[config.mk]
export PLATFORM = sky130hd
export DESIGN_NAME = spiSlaveTop
export DESIGN_NICKNAME = d
export VERILOG_FILES = /design/src/spiSlavePkg.sv /design/src/csrRegFile.sv /design/src/spiSignalMux.sv /design/src/spiSlaveSignal.sv /design/src/spiSlaveTop.sv
export VERILOG_INCLUDE_DIRS = /design/src /design/src/src
export SDC_FILE = /design/constraint.sdc
export NUM_CORES = 1
export LEC_CHECK = 0
export BUFFER_PORTS_ARGS = -buffer_cell sky130_fd_sc_hd__buf_2
export CAP_MARGIN = 20
export CORE_ASPECT_RATIO = 1.25
export CORE_MARGIN = 5
export CORE_UTILIZATION = 40
export CTS_BUF_LIST = sky130_fd_sc_hd__clkbuf_4 sky130_fd_sc_hd__clkbuf_8 sky130_fd_sc_hd__clkbuf_16
export CTS_CLUSTER_DIAMETER = 120
export DETAILED_ROUTE_END_ITERATION = 12
export PLACE_DENSITY = 0.6
export SETUP_SLACK_MARGIN = 0.2
export SLEW_MARGIN = 0
export SYNTH_ARGS = -nofsm -noshare
export SYNTH_HDL_FRONTEND = slang
export SYNTH_SLANG_ARGS = --single-unit
[constraint.sdc]
create_clock -name iSysClk -period 4.1 [get_ports iSysClk]
set_clock_uncertainty 0.15 [all_clocks]
set_input_delay 0.41 -clock iSysClk [delete_from_list [all_inputs] [get_ports iSysClk]]
set_output_delay 0.41 -clock iSysClk [all_outputs]
set_load 0.005 [all_outputs]
[src/spiSlave_cfg.svh]
/*
 SPI slave build constants
 Bus widths and the register map
*/
`ifndef SPI_SLAVE_CFG_SVH
`define SPI_SLAVE_CFG_SVH

// Register bus address width
`define BUS_ADRS_BIT 16
// Bulk write bus data width
`define UFI_BUS_WIDTH 16

// Number of scratch registers
`define CSR_SCRATCH_NUM 2

// Register map, full address decode
`define CSR_ID_ADRS       32'h0000_0000
`define CSR_CTRL_ADRS     32'h0000_0004
`define CSR_SCRATCH0_ADRS 32'h0000_0008
`define CSR_SCRATCH1_ADRS 32'h0000_000c
`define CSR_FRAMES_ADRS   32'h0000_0010

// Identity word, ASCII "SPI1"
`define CSR_ID_VALUE 32'h5350_4931

`endif

[src/spiSlavePkg.sv]
/*
 SPI slave shared types
 Command encoding, field widths and frame engine states
*/
package spiSlavePkg;

	// ------------------------------
	// Frame fields
	// ------------------------------

	// Data word as shifted over SPI
	typedef logic [31:0] wordT;

	// Frame start address, bumped per bulk word
	typedef logic [31:0] adrsT;

	// Remaining word count of a frame
	typedef logic [15:0] dLenT;

	// ------------------------------
	// Command byte, low two bits
	// ------------------------------
	typedef enum logic [1:0]
	{
		csrRead   = 2'd0,
		csrWrite  = 2'd1,
		reserved  = 2'd2,
		bulkWrite = 2'd3
	} spiCmdE;

	// Frame engine phases
	typedef enum logic [2:0]
	{
		idle,
		cmdPhase,
		adrsPhase,
		lenPhase,
		dataPhase
	} frameStateE;

endpackage

[src/csrRegFile.sv]
/*
 Control and status registers
 Identity, bulk enable, scratch words and completed frame count
*/
`timescale 1ns/1ns
`include "spiSlave_cfg.svh"

module csrRegFile (
	input  logic                       iSysClk,
	input  logic                       rstN,
	input  spiSlavePkg::wordT          usiWd,
	input  logic [`BUS_ADRS_BIT-1:0]   usiAdrs,
	input  logic                       usiWEd,
	input  logic                       frameDone,
	output spiSlavePkg::wordT          usiRd,
	output logic                       bulkEn
);

	// Zero extended for full width decode
	spiSlavePkg::adrsT fullAdrs;
	spiSlavePkg::wordT scratch [`CSR_SCRATCH_NUM];
	// Wraps at 2^32 frames
	spiSlavePkg::wordT frameCnt;

	// Scratch registers sit at a fixed stride
	function automatic spiSlavePkg::adrsT scratchAdrs(input int idx);
		return spiSlavePkg::adrsT'(`CSR_SCRATCH0_ADRS
			+ idx * (`CSR_SCRATCH1_ADRS - `CSR_SCRATCH0_ADRS));
	endfunction

	assign fullAdrs = spiSlavePkg::adrsT'(usiAdrs);

	// ------------------------------
	// Writes
	// ------------------------------
	always_ff @(posedge iSysClk)
	begin
		if (!rstN)
		begin
			bulkEn <= 1'b0;
			for (int i = 0; i < `CSR_SCRATCH_NUM; i++)
				scratch[i] <= '0;
		end
		else if (usiWEd)
		begin
			// Control keeps bit 0 only
			if (fullAdrs == `CSR_CTRL_ADRS)
				bulkEn <= usiWd[0];
			for (int i = 0; i < `CSR_SCRATCH_NUM; i++)
			begin
				if (fullAdrs == scratchAdrs(i))
					scratch[i] <= usiWd;
			end
		end
	end

	// Completed frames, aborts never pulse
	always_ff @(posedge iSysClk)
	begin
		if (!rstN)
			frameCnt <= '0;
		else if (frameDone)
			frameCnt <= frameCnt + 32'd1;
	end

	// ------------------------------
	// Read mux
	// ------------------------------
	always_comb
	begin
		usiRd = '0;
		case (fullAdrs)
			`CSR_ID_ADRS:     usiRd = `CSR_ID_VALUE;
			`CSR_CTRL_ADRS:   usiRd = {31'd0, bulkEn};
			`CSR_FRAMES_ADRS: usiRd = frameCnt;
			default:          usiRd = '0;
		endcase
		for (int i = 0; i < `CSR_SCRATCH_NUM; i++)
		begin
			if (fullAdrs == scratchAdrs(i))
				usiRd = scratch[i];
		end
	end

endmodule

[src/spiSignalMux.sv]
/*
 Slave side bus arbiter
 Routes engine words to the register bus or the bulk write bus
*/
`timescale 1ns/1ns
`include "spiSlave_cfg.svh"

module spiSignalMux #(
	parameter int BUS_ADRS_BIT  = `BUS_ADRS_BIT,
	parameter int UFI_BUS_WIDTH = `UFI_BUS_WIDTH
) (
	input  logic                       iSysClk,
	input  logic                       rstN,
	// Frame engine side
	input  spiSlavePkg::wordT          sRd,
	input  spiSlavePkg::adrsT          sAdrs,
	input  spiSlavePkg::spiCmdE        sCmd,
	input  spiSlavePkg::dLenT          sDLen,
	input  logic                       sREd,
	output spiSlavePkg::wordT          sMiso,
	// Register bus
	input  spiSlavePkg::wordT          usiRd,
	input  logic                       bulkEn,
	output spiSlavePkg::wordT          usiWd,
	output logic [BUS_ADRS_BIT-1:0]    usiAdrs,
	output logic                       usiWEd,
	// Bulk write bus
	output logic [UFI_BUS_WIDTH-1:0]   ufiWd,
	output spiSlavePkg::adrsT          ufiAdrs,
	output logic                       ufiEd,
	output logic                       ufiVd
);

	// Register reads go straight back to the engine
	assign sMiso = usiRd;

	// ------------------------------
	// Payload, one cycle behind
	// ------------------------------

	// Tracks sAdrs every cycle so read decode stays current
	always_ff @(posedge iSysClk)
	begin
		usiWd   <= sRd;
		usiAdrs <= sAdrs[BUS_ADRS_BIT-1:0];
		// Low part of each 32 bit word only
		ufiWd   <= sRd[UFI_BUS_WIDTH-1:0];
		ufiAdrs <= sAdrs;
	end

	// ------------------------------
	// Strobe decode
	// ------------------------------
	always_ff @(posedge iSysClk)
	begin
		if (!rstN)
		begin
			usiWEd <= 1'b0;
			ufiEd  <= 1'b0;
			ufiVd  <= 1'b0;
		end
		else
		begin
			// Register write on a csrWrite word
			usiWEd <= sREd && (sCmd == spiSlavePkg::csrWrite);
			// Bulk word, dropped while bulk is disabled
			ufiEd  <= sREd && (sCmd == spiSlavePkg::bulkWrite) && bulkEn;
			// Transfer window while words remain
			ufiVd  <= (sDLen != '0) && (sCmd == spiSlavePkg::bulkWrite);
		end
	end

endmodule

[src/spiSlaveSignal.sv]
/*
 SPI mode 0 slave frame engine
 Oversamples the pins, splits frames into fields and shifts read data out
*/
`timescale 1ns/1ns

module spiSlaveSignal (
	input  logic                    iSysClk,
	input  logic                    rstN,
	input  logic                    sclk,
	input  logic                    csN,
	input  logic                    mosi,
	input  spiSlavePkg::wordT       sMiso,
	output logic                    miso,
	output spiSlavePkg::wordT       sRd,
	output spiSlavePkg::adrsT       sAdrs,
	output spiSlavePkg::spiCmdE     sCmd,
	output spiSlavePkg::dLenT       sDLen,
	output logic                    sREd,
	output logic                    frameDone
);

	// ------------------------------
	// Pin synchronizers
	// ------------------------------

	// Extra sclk stage for edge detect
	logic [2:0] sclkSr;
	logic [1:0] csNSr;
	logic [1:0] mosiSr;
	logic       sclkRise;
	logic       sclkFall;
	logic       csActive;

	// Frame engine state
	spiSlavePkg::frameStateE state;
	logic [4:0]              bitCnt;
	logic [4:0]              phaseLast;
	logic                    phaseEnd;
	spiSlavePkg::wordT       shiftReg;
	spiSlavePkg::wordT       shiftNext;
	// Read data going out on miso
	spiSlavePkg::wordT       misoSr;

	always_ff @(posedge iSysClk)
	begin
		if (!rstN)
		begin
			// Idle pin levels, no false edge out of reset
			sclkSr <= 3'b000;
			csNSr  <= 2'b11;
			mosiSr <= 2'b00;
		end
		else
		begin
			sclkSr <= {sclkSr[1:0], sclk};
			csNSr  <= {csNSr[0], csN};
			mosiSr <= {mosiSr[0], mosi};
		end
	end

	assign sclkRise = sclkSr[1] & ~sclkSr[2];
	assign sclkFall = ~sclkSr[1] & sclkSr[2];
	assign csActive = ~csNSr[1];

	// MSB first, new bit enters at the bottom
	assign shiftNext = {shiftReg[30:0], mosiSr[1]};

	// ------------------------------
	// Phase length in bits
	// ------------------------------
	always_comb
	begin
		case (state)
			spiSlavePkg::cmdPhase:  phaseLast = 5'd7;
			spiSlavePkg::adrsPhase: phaseLast = 5'd31;
			spiSlavePkg::lenPhase:  phaseLast = 5'd15;
			spiSlavePkg::dataPhase: phaseLast = 5'd31;
			default:                phaseLast = 5'd0;
		endcase
	end

	// Last bit of the current field sampled
	assign phaseEnd = sclkRise && (bitCnt == phaseLast);

	// Current bit of the read word
	assign miso = misoSr[31];

	// ------------------------------
	// Frame FSM
	// ------------------------------
	always_ff @(posedge iSysClk)
	begin
		if (!rstN)
		begin
			state     <= spiSlavePkg::idle;
			bitCnt    <= 5'd0;
			sCmd      <= spiSlavePkg::csrRead;
			sDLen     <= '0;
			sREd      <= 1'b0;
			frameDone <= 1'b0;
			misoSr    <= '0;
		end
		else
		begin
			// Single cycle strobes
			sREd      <= 1'b0;
			frameDone <= 1'b0;

			// Next bulk address and count, the cycle after the strobe
			if (sREd && (sCmd == spiSlavePkg::bulkWrite))
			begin
				sAdrs <= sAdrs + 32'd1;
				sDLen <= sDLen - 16'd1;
			end

			if (!csActive)
			begin
				// Deselect aborts whatever is in flight
				state  <= spiSlavePkg::idle;
				bitCnt <= 5'd0;
				sDLen  <= '0;
				misoSr <= '0;
			end
			else
			begin
				if (sclkRise && (state != spiSlavePkg::idle))
				begin
					shiftReg <= shiftNext;
					bitCnt   <= bitCnt + 5'd1;
				end

				// Skip the fall right after the load, bit 31 is already out
				if (sclkFall && (state == spiSlavePkg::dataPhase) && (bitCnt != 5'd0))
					misoSr <= {misoSr[30:0], 1'b0};

				case (state)
					spiSlavePkg::idle:
					begin
						state  <= spiSlavePkg::cmdPhase;
						bitCnt <= 5'd0;
					end
					spiSlavePkg::cmdPhase:
					begin
						if (phaseEnd)
						begin
							// Upper six bits of the command byte ignored
							sCmd   <= spiSlavePkg::spiCmdE'(shiftNext[1:0]);
							bitCnt <= 5'd0;
							state  <= spiSlavePkg::adrsPhase;
						end
					end
					spiSlavePkg::adrsPhase:
					begin
						if (phaseEnd)
						begin
							sAdrs  <= shiftNext;
							bitCnt <= 5'd0;
							state  <= spiSlavePkg::lenPhase;
						end
					end
					spiSlavePkg::lenPhase:
					begin
						if (phaseEnd)
						begin
							bitCnt <= 5'd0;
							sDLen  <= shiftNext[15:0];
							// Register read data settled long before this edge
							misoSr <= (sCmd == spiSlavePkg::csrRead) ? sMiso : '0;
							if ((sCmd == spiSlavePkg::bulkWrite) && (shiftNext[15:0] == 16'd0))
							begin
								// Empty bulk frame ends here
								frameDone <= 1'b1;
								state     <= spiSlavePkg::idle;
							end
							else
								state <= spiSlavePkg::dataPhase;
						end
					end
					spiSlavePkg::dataPhase:
					begin
						if (phaseEnd)
						begin
							bitCnt <= 5'd0;
							sRd    <= shiftNext;
							sREd   <= 1'b1;
							if (sCmd != spiSlavePkg::bulkWrite)
							begin
								// Register frames carry one word only
								frameDone <= 1'b1;
								sDLen     <= '0;
								state     <= spiSlavePkg::idle;
							end
							else if (sDLen == 16'd1)
							begin
								frameDone <= 1'b1;
								state     <= spiSlavePkg::idle;
							end
						end
					end
					default:
						state <= spiSlavePkg::idle;
				endcase
			end
		end
	end

endmodule

[src/spiSlaveTop.sv]
/*
 SPI slave top level
 Frame engine, bus arbiter and register file
*/
`timescale 1ns/1ns
`include "spiSlave_cfg.svh"

module spiSlaveTop (
	input  logic                        iSysClk,
	input  logic                        rstN,
	// SPI pins
	input  logic                        sclk,
	input  logic                        csN,
	input  logic                        mosi,
	output logic                        miso,
	// Bulk write bus to external memory
	output logic [`UFI_BUS_WIDTH-1:0]   ufiWd,
	output spiSlavePkg::adrsT           ufiAdrs,
	output logic                        ufiEd,
	output logic                        ufiVd
);

	// Engine to arbiter
	spiSlavePkg::wordT       sRd;
	spiSlavePkg::adrsT       sAdrs;
	spiSlavePkg::spiCmdE     sCmd;
	spiSlavePkg::dLenT       sDLen;
	logic                    sREd;
	logic                    frameDone;
	spiSlavePkg::wordT       sMiso;
	// Arbiter to register file
	spiSlavePkg::wordT       usiWd;
	logic [`BUS_ADRS_BIT-1:0] usiAdrs;
	logic                    usiWEd;
	spiSlavePkg::wordT       usiRd;
	logic                    bulkEn;

	spiSlaveSignal uSignal (
		.iSysClk(iSysClk), .rstN(rstN),
		.sclk(sclk), .csN(csN), .mosi(mosi), .sMiso(sMiso),
		.miso(miso), .sRd(sRd), .sAdrs(sAdrs), .sCmd(sCmd),
		.sDLen(sDLen), .sREd(sREd), .frameDone(frameDone)
	);

	spiSignalMux #(
		.BUS_ADRS_BIT(`BUS_ADRS_BIT),
		.UFI_BUS_WIDTH(`UFI_BUS_WIDTH)
	) uMux (
		.iSysClk(iSysClk), .rstN(rstN),
		.sRd(sRd), .sAdrs(sAdrs), .sCmd(sCmd), .sDLen(sDLen), .sREd(sREd),
		.sMiso(sMiso), .usiRd(usiRd), .bulkEn(bulkEn),
		.usiWd(usiWd), .usiAdrs(usiAdrs), .usiWEd(usiWEd),
		.ufiWd(ufiWd), .ufiAdrs(ufiAdrs), .ufiEd(ufiEd), .ufiVd(ufiVd)
	);

	csrRegFile uCsr (
		.iSysClk(iSysClk), .rstN(rstN),
		.usiWd(usiWd), .usiAdrs(usiAdrs), .usiWEd(usiWEd),
		.frameDone(frameDone), .usiRd(usiRd), .bulkEn(bulkEn)
	);

endmodule

==> flow_summary.json, run 1 <==
{
  "die_h_um": 210,
  "drive_above_1_share_pct": 16.2,
  "vias_per_cell": 5.27,
  "max_stage_delay_ns": 0.58,
  "p_per_area_nw_per_um2": 444,
  "synth-seq-cells": 326,
  "tritoncts": "built",
  "antenna_cells": 0,
  "synth_top_area_share_pct": 37.3,
  "status": "finished, final reports clean",
  "netlist.top_cell.by_area": "edfxtp_1",
  "area_delta_synth_final_pct": 13.0,
  "hp-class": "input pin to flip-flop",
  "grt_max_degree": 36,
  "setup_viol": 0,
  "place.gp.congestion": 0.779,
  "yosysWarningCount": 0,
  "overflow": 0,
  "coreArea_um2": 31700,
  "ys.flop_type": "dfxtp_1",
  "syn_area_per_cell_um2": 12.5,
  "synth_commonest_cells": "dfxtp_1, edfxtp_1, xnor2_1",
  "grt_pass1_wl_um": 44800,
  "first_global_vias": 8048,
  "htree_levels": 1,
  "drt_iter0_drc": 430,
  "async_flop_share_pct": 0,
  "path_class": "flip-flop to flip-flop",
  "pre_cts_ws_ns": 1.26,
  "syn_nets": 1036,
  "ctsResizeCount": 0,
  "drt_wl_total_um": 27500,
  "maxCapViolations": 0,
  "path_cells": "inv_1, o32a_1, o211a_1, nand4b_1, buf_4, mux2_2",
  "syn-instance-count": 1024,
  "vias": 7898,
  "peakVddDrop_uv": 321,
  "clk_pin_slew_ns": 0.06,
  "antenna_found_initial": 0,
  "fin_crit_sh_pct": 69.5,
  "numClockSinks": 326,
  "critPathMaxFanout": 32,
  "cts_setup_buffers": 0,
  "final-hold-violation-count": 0,
  "io_buffers": 55,
  "die_area_um2": 35700,
  "slew_headroom_pct": 36.2,
  "drc_errors": 0,
  "root_buffer": "clkbuf_16",
  "fmax_mhz": 351,
  "netlist_area_um2": 12800,
  "start_util_pct": 40.4,
  "cts_made_buffers": 30,
  "ant_nets": 0,
  "dp_hpwl_um": 18800,
  "final_nets": 1076,
  "wl_per_cell_um": 18.4,
  "grt-busiest-layer": "met2",
  "std_cell_rows": 73,
  "cp.required_ns": 4.27,
  "synth_area_leaders": "edfxtp_1, dfxtp_1, xnor2_1",
  "power_leakage_nw": 4.93,
  "dr.pass1.iters": 4,
  "synth_edf_count": 159,
  "clk_latency_ns": 0.57,
  "cp_slowest_cell": "dfxtp_1",
  "cp-start-kind": "flip-flop",
  "use_met3_pct": 2.51,
  "clockBufferDepth": 3,
  "tightest_slew_ns": 0.953,
  "synth.distinct_cells": 58,
  "tns_ns": 0,
  "grtUsageTotal_pct": 15.4,
  "final_max_slew_viol_count": 0,
  "met2_usage_pct": 26.3,
  "die_x_um": 170,
  "critPathCaptureType": "flip-flop",
  "yosysMostFrequentCell": "dfxtp_1",
  "seq_area_frac_synth_pct": 63.4,
  "pin_count": 56,
  "worst_slack_ns": 1.25,
  "rsz0062_at_grt": "false",
  "critPathArrivalTime_ns": 3.02,
  "period_needed_ns": 2.85,
  "use_met1_pct": 20.2
}
-- what timing repair did --
action,CTS,global route
setup endpoints to repair,0,0
endpoints found under the hold margin,3,0
hold buffers,3,0
-- cell families after synthesis --
family | share of synthesized area, %
fa+ha+maj | 0.684
xor+xnor | 5.40
buf+inv | 3.68
flops | 63.4
simple gates | 13.0
mux | 5.80
compound gates | 8.09
-- final cells by class --
type	instances	area [um^2]
multi-input combinational	596	4270
tap	412	515
sequential	326	8120
fill	2860	17200
inverter	31	116
timing repair buffer	79	463
clock inverter	24	229
clock buffer	32	766
-- per-layer routing --
metal  routed length, um  up-vias
li1                    -     3825
met1               12000     3884
met2               13800      150
met3                1090       39
met4                 709        0
met5                   0        -
-- cell usage in the layout (no fill, tap or decap), types with 20 or more instances in the layout --
master | Yosys | layout
and2_1 | 43 | 43
nand2_1 | 35 | 35
nor4_1 | 26 | 26
a22o_1 | 20 | 20
buf_2 | 8 | 55
clkbuf_16 | 0 | 30
inv_1 | 30 | 30
nor2_1 | 48 | 46
edfxtp_1 | 159 | 159
nand3_1 | 26 | 26
o22ai_1 | 30 | 30
mux2_2 | 33 | 33
xnor2_1 | 62 | 62
mux2i_1 | 36 | 36
dfxtp_1 | 167 | 167
nand4_1 | 21 | 21
a22oi_1 | 20 | 20
buf_4 | 19 | 21
nor3_1 | 29 | 27
-- final timing paths --
| path | to | cells after the start | slack, ns | from |
|---|---|---|---|---|
| worst max-delay path | uSignal.sAdrs[25]$_DFFE_PP_ | 6 | 1.25 | uSignal.state[2]$_SDFFE_PP0P_ |
| worst min-delay path | uSignal.csNSr[1]$_SDFF_PN1_ | 2 | 0.13 | rstN |
| worst max register to register | uSignal.sAdrs[25]$_DFFE_PP_ | 6 | 1.25 | uSignal.state[2]$_SDFFE_PP0P_ |
| worst min register to register | uMux.usiWd[10]$_DFF_P_ | 0 | 0.19 | uSignal.sRd[10]$_DFFE_PP_ |
-- registers in the layout, indices dropped and copies added (netlist names), 2 cells and up --
signal / flops
uSignal.bitCnt: 5
uSignal.shiftReg: 31
uSignal.sRd: 32
uSignal.state: 3
uSignal.csNSr: 2
uMux.usiAdrs: 15
uSignal.sclkSr: 3
uSignal.sCmd: 2
uSignal.sAdrs: 32
uMux.ufiAdrs: 17
uSignal.sDLen: 16
uSignal.misoSr: 32
uCsr.scratch: 64
uSignal.mosiSr: 2
uCsr.frameCnt: 32
uMux.usiWd: 32
-- critical path: cells and delay by family, from the launching register on --
family          cells  cell delay [ns]
compound gates      2             0.76
buf+inv             2             0.57
flops               1             0.58
mux                 1             0.39
simple gates        1             0.16
-- through the flow --
step / utilization (%) / total power [mW] / hold slack, ns / cells / instance area, um^2
6_report: 45.7 / 6.43 / 0.126 / 1500 / 14500
5_1_grt: 45.7 / 6.66 / 0.140 / 1500 / 14500
4_1_cts: 45.7 / 6.50 / 0.117 / 1500 / 14500
3_5_place_dp: 42.5 / 3.71 / 0.177 / 1441 / 13500
3_3_place_gp: 42.5 / 3.71 / 0.174 / 1441 / 13500
2_1_floorplan: - / 3.64 / 0.173 / 1024 / 12800
-- report_power, final --
| part | total, mW | switching, mW | internal, mW |
|---|---|---|---|
| clock | 2.79 | 1.23 | 1.56 |
| combinational | 0.140 | 0.0809 | 0.0595 |
| sequential | 3.50 | 0.0418 | 3.46 |
| total | 6.43 | 1.36 | 5.08 |
No activity file was read; power rests on OpenSTA's default activity.
==> inputs of run 2 (changes only) <==
clock period = 2.4 ns   (was 4.1 ns; I/O delays follow)
==> run 2 against run 1 <==
Net effect: sequential share of layout area fell by 3.8 points; register-to-register slack got worse by 1.1 ns; final cell count rose by 3.8%; sequential cell count did not move; critical endpoint is now uSignal.sAdrs[22]$_DFFE_PP_; clock power rose by 85%; critical path depth rose by 1; maximum frequency rose by 26%; non-clock buffer count rose by 53; via count rose by 2.8%; power rose by 78%.
==> flow_summary.json, run 2 (synthesis gave the netlist of run 1 again) <==
{
  "wl_per_cell_um": 19.1,
  "vias": 8119,
  "critPathCaptureType": "flip-flop",
  "antenna_cells": 0,
  "seq_area_um2": 8140,
  "place.gp.congestion": 0.808,
  "rr_worst_depth": 7,
  "dr.pass1.iters": 4,
  "coreArea_um2": 31700,
  "grt_pass1_wl_um": 45800,
  "final_max_slew_viol_count": 0,
  "top_register": "uCsr.scratch",
  "antenna_found_initial": 0,
  "area_delta_synth_final_pct": 21.4,
  "path_cells": "nor2b_4, o32a_1, o211a_1, nand4b_1, buf_6, clkbuf_16, mux2_2",
  "power_leakage_nw": 5.53,
  "die_x_um": 170,
  "std_cell_rows": 73,
  "rsz0062_at_grt": "true",
  "grtUsageTotal_pct": 15.9,
  "r2r_slack_ns": 0.14,
  "cp-start-kind": "flip-flop",
  "final_cell_mix": "dfxtp_1, edfxtp_1, xnor2_1",
  "root_buffer": "clkbuf_16",
  "first_global_vias": 8183,
  "clk_latency_ns": 0.58,
  "overflow": 0,
  "clockBufferDepth": 3,
  "hold_path_end": "uMux.usiWd[10]$_DFF_P_",
  "largest_reg_flops": 64,
  "clk_pin_slew_ns": 0.06,
  "period_needed_ns": 2.26,
  "max_stage_delay_ns": 0.37,
  "dp_hpwl_um": 19200,
  "hold_depth": 0,
  "cts_made_buffers": 31,
  "r2r-start": "uSignal.state[1]$_SDFFE_PP0P_",
  "start_util_pct": 40.4,
  "tightest_slew_ns": 0.698,
  "fin_crit_sh_pct": 94.2,
  "fmax_mhz": 442,
  "maxCapViolations": 0,
  "numClockSinks": 326,
  "cp.required_ns": 2.58,
  "timing.rr.end": "uSignal.sAdrs[22]$_DFFE_PP_",
  "path_delay_family": "compound AO/OA/AOI/OAI gates",
  "setup_viol": 0,
  "htree_levels": 1,
  "tritoncts": "built",
  "drc_errors": 0,
  "multiInputGateArea_um2": 4600,
  "die_area_um2": 35700,
  "hp-class": "flip-flop to flip-flop",
  "grt_max_degree": 40,
  "pre_cts_ws_ns": 0.0608,
  "drt_wl_total_um": 29800,
  "cp_slowest_cell": "dfxtp_4",
  "status": "finished, final reports clean",
  "drt_iter0_drc": 377,
  "placed_cells": 1478,
  "pin_count": 56,
  "final_core_util_pct": 49.1,
  "slew_headroom_pct": 53.5,
  "holdWs_ns": 0.182,
  "peakVddDrop_uv": 635,
  "final_nets": 1132,
  "path_class": "flip-flop to flip-flop",
  "drive_above_1_share_pct": 23.8,
  "critPathMaxFanout": 8,
  "io_buffers": 55,
  "layout.cells.non_filler": 1557,
  "hold_path.startpoint": "uSignal.sRd[10]$_DFFE_PP_",
  "vias_per_cell": 5.21,
  "p_per_area_nw_per_um2": 735,
  "fillCellCount": 2759,
  "ant_nets": 0,
  "worst_slack_ns": 0.139,
  "crit_buf_inv": 2,
  "final-hold-violation-count": 0,
  "die_h_um": 210,
  "critPathArrivalTime_ns": 2.44
}
-- run 2: cell count changes in the layout (fill, tap and decap cells not counted), sizes merged --
cell / before / now
buf: 76 / 123
clkbuf: 32 / 42
clkinv: 15 / 10
inv: 32 / 34
nand2: 35 / 37
bufinv: 3 / 4
clkinvlp: 5 / 4
dlygate4sd3: 3 / 4
-- run 2: timing repair --
item | in CTS | in global routing
buffers inserted | 5 | 3
pin swaps | 2 | 2
gates cloned | 2 | 7
hold endpoints to repair | 7 | 0
hold buffers | 4 | 0
setup endpoints to repair | 51 | 191
resized for setup | 10 | 67
-- run 2: where the power goes --
part / switching, mW / internal (mW) / total (mW)
logic: 0.167 / 0.137 / 0.304
registers: 0.0628 / 5.91 / 5.97
clock network: 2.17 / 2.99 / 5.16
-- run 2: cell type report --
class	instances	share of cell area (%)
Sequential cell	326	52.3
Multi-Input combinational cell	598	29.6
Timing Repair Buffer	132	7.02
Clock buffer	37	5.47
Tap cell	412	3.31
Clock inverter	21	1.57
Inverter	31	0.748
-- run 2: metal layers --
metal / GRT usage [%] / share of wire, % / up-vias
met3: 2.33 / 3.5 / 35
met5: 0 / 0 / -
met4: 4.93 / 1.8 / 0
met2: 27.4 / 51 / 154
met1: 20.7 / 43 / 3979
li1: - / - / 3951
-- run 2: how the worst max path moves through the flow --
| stage | cells after the start | slack [ns] | to | from |
|---|---|---|---|---|
| final | 7 | 0.14 | uSignal.sAdrs[22]$_DFFE_PP_ | uSignal.state[1]$_SDFFE_PP0P_ |
| after global routing | 8 | 0.09 | uSignal.sAdrs[4]$_DFFE_PP_ | uSignal.state[1]$_SDFFE_PP0P_ |
| after CTS | 7 | 0.15 | uSignal.misoSr[19]$_SDFF_PP0_ | uSignal.state[0]$_SDFFE_PP0P_ |
| after detailed placement | 6 | 0.06 | uSignal.sAdrs[22]$_DFFE_PP_ | uSignal.state[2]$_SDFFE_PP0P_ |
| after global placement | 6 | 0.08 | uSignal.sAdrs[25]$_DFFE_PP_ | uSignal.state[2]$_SDFFE_PP0P_ |
| after floorplan | 7 | -0.09 | uSignal.sRd[0]$_DFFE_PP_ | uSignal.state[2]$_SDFFE_PP0P_ |
-- run 2: stage by stage --
step	cell area (um^2)	TNS (ns)	total power [mW]
2_1_floorplan	12900	-2.74	6.23
3_3_place_gp	13800	0	6.37
3_5_place_dp	13800	0	6.37
4_1_cts	15100	0	11.5
5_1_grt	15600	0	11.8
6_report	15600	0	11.4
==> inputs of run 3 (changes only) <==
CTS_BUF_LIST = sky130_fd_sc_hd__clkbuf_4   (was sky130_fd_sc_hd__clkbuf_4 sky130_fd_sc_hd__clkbuf_8 sky130_fd_sc_hd__clkbuf_16)
MAX_ROUTING_LAYER = met4   (was default)
==> run 3 against run 2 <==
Net effect: critical path depth unchanged; core utilization down 0.30 points; register-to-register slack about the same; design area down 0.60%; maximum frequency up 0.32%; worst hold slack better by 0.0067 ns; critical path type unchanged; largest power group unchanged.
==> flow_summary.json, run 3 (synthesis gave the netlist of run 1 again) <==
{
  "drt_iter0_drc": 442,
  "cp_slowest_cell": "dfxtp_4",
  "die_area_um2": 35700,
  "dr.pass1.iters": 5,
  "grtUsageTotal_pct": 16.9,
  "wl_per_cell_um": 18.4,
  "tightest_slew_ns": 0.785,
  "die_h_um": 210,
  "std_cell_rows": 73,
  "tritoncts": "built",
  "slew_headroom_pct": 47.7,
  "path_cells": "nor2b_4, o32a_1, o211a_1, nand4b_1, buf_6, clkbuf_16, mux2_4",
  "fmax_mhz": 444,
  "maxCapViolations": 0,
  "root_buffer": "clkbuf_4",
  "final_max_slew_viol_count": 0,
  "period_needed_ns": 2.25,
  "pin_count": 56,
  "fillCellCount": 2862,
  "overflow": 0,
  "crit_buf_inv": 2,
  "max_stage_delay_ns": 0.36,
  "ant_nets": 0,
  "rsz0062_at_grt": "true",
  "place.gp.congestion": 0.820,
  "hp-class": "flip-flop to flip-flop",
  "vias_per_cell": 5.18,
  "met2_usage_pct": 27.0,
  "final_common_cell": "dfxtp_1",
  "final_nets": 1181,
  "grt-busiest-layer": "met2",
  "start_util_pct": 40.4,
  "r2r_slack_ns": 0.15,
  "drive_above_1_share_pct": 27.4,
  "cp-start-kind": "flip-flop",
  "p_per_area_nw_per_um2": 710,
  "setup_viol": 0,
  "critPathCaptureType": "flip-flop",
  "cp.required_ns": 2.71,
  "use_met1_pct": 20.5,
  "largest_reg_flops": 64,
  "seq_area_um2": 8130,
  "path_class": "flip-flop to flip-flop",
  "worst_slack_ns": 0.146,
  "area_delta_synth_final_pct": 20.7,
  "dp_hpwl_um": 19200,
  "clk_latency_ns": 0.72,
  "peakVddDrop_uv": 474,
  "drc_errors": 0,
  "multiInputGateArea_um2": 4610,
  "clk_pin_slew_ns": 0.08,
  "htree_levels": 3,
  "finish.instance_area_um2": 15500,
  "status": "finished, final reports clean",
  "antenna_found_initial": 1,
  "clockBufferDepth": 3,
  "vias": 8536,
  "grt_max_degree": 40,
  "io_buffers": 55,
  "post_dp_cell_area_um2": 13800,
  "drt_wl_total_um": 30300,
  "holdWs_ns": 0.188,
  "top_register": "uCsr.scratch",
  "path_delay_family": "compound AO/OA/AOI/OAI gates",
  "numClockSinks": 326,
  "power_leakage_nw": 5.63,
  "grt_pass1_wl_um": 46600,
  "use_met3_pct": 3.41,
  "pre_cts_ws_ns": 0.0608,
  "die_x_um": 170,
  "first_global_vias": 8694,
  "coreArea_um2": 31700,
  "critPathArrivalTime_ns": 2.57,
  "final-hold-violation-count": 0,
  "final_cell_mix": "dfxtp_1, edfxtp_1, clkbuf_4",
  "critPathMaxFanout": 8,
  "fin_crit_sh_pct": 93.9,
  "cts_made_buffers": 80
}
## run 3: cell count changes in the layout (fill, tap and decap cells not counted), moves of 3 or more
cell	change
clkinv_1	+17
clkbuf_4	+112
clkbuf_16	-35
dfxtp_2	-3
dlygate4sd3_1	+3
dfxtp_1	+3
## run 3: cell type report
cell class	count	share of cell area (%)
Clock inverter	33	1.25
Clock buffer	115	5.58
Antenna cell	2	0.0324
Sequential cell	326	52.6
Multi-Input combinational cell	599	29.8
Tap cell	412	3.33
Timing Repair Buffer	131	6.64
Inverter	31	0.753
## run 3: per-stage QoR
stage | instances | TNS, ns | power, mW | util (%)
2_1_floorplan | 1024 | -2.74 | 6.23 | -
3_3_place_gp | 1477 | 0 | 6.37 | 43.6
3_5_place_dp | 1478 | 0 | 6.37 | 43.6
4_1_cts | 1639 | 0 | 11.1 | 47.6
5_1_grt | 1648 | 0 | 11.5 | 48.8
6_report | 1649 | 0 | 11.0 | 48.8
## run 3: report_power, final
group | leakage (nW) | total (mW) | internal (mW) | switching [mW]
combinational | 2.09 | 0.313 | 0.141 | 0.172
sequential | 2.91 | 5.97 | 5.91 | 0.0628
clock | 0.628 | 4.69 | 2.45 | 2.24
total | 5.63 | 11.0 | 8.50 | 2.47
## run 3: metal layers
metal	wire [um]	vias to the layer above
met4	1010	0
met5	0	-
li1	-	4122
met3	1190	71
met2	15000	200
met1	13000	4143
## run 3: path summary, 6_finish.rpt
| path | startpoint | to | cells past startpoint |
|---|---|---|---|
| setup / recovery | uSignal.state[1]$_SDFFE_PP0P_ | uSignal.sAdrs[27]$_DFFE_PP_ | 7 |
| hold / removal | uSignal.sRd[27]$_DFFE_PP_ | uMux.usiWd[27]$_DFF_P_ | 0 |
| setup reg to reg | uSignal.state[1]$_SDFFE_PP0P_ | uSignal.sAdrs[27]$_DFFE_PP_ | 7 |
| hold reg to reg | uSignal.sRd[27]$_DFFE_PP_ | uMux.usiWd[27]$_DFF_P_ | 0 |
## run 3: what timing repair did
| item | 4_1_cts | 5_1_grt |
|---|---|---|
| hold endpoints to repair | 16 | 0 |
| resized for setup | 11 | 64 |
| hold buffers | 7 | 0 |
| buffers inserted | 4 | 2 |
| pin swaps | 1 | 4 |
| gates cloned | 2 | 6 |
| endpoints found under the setup margin | 73 | 173 |
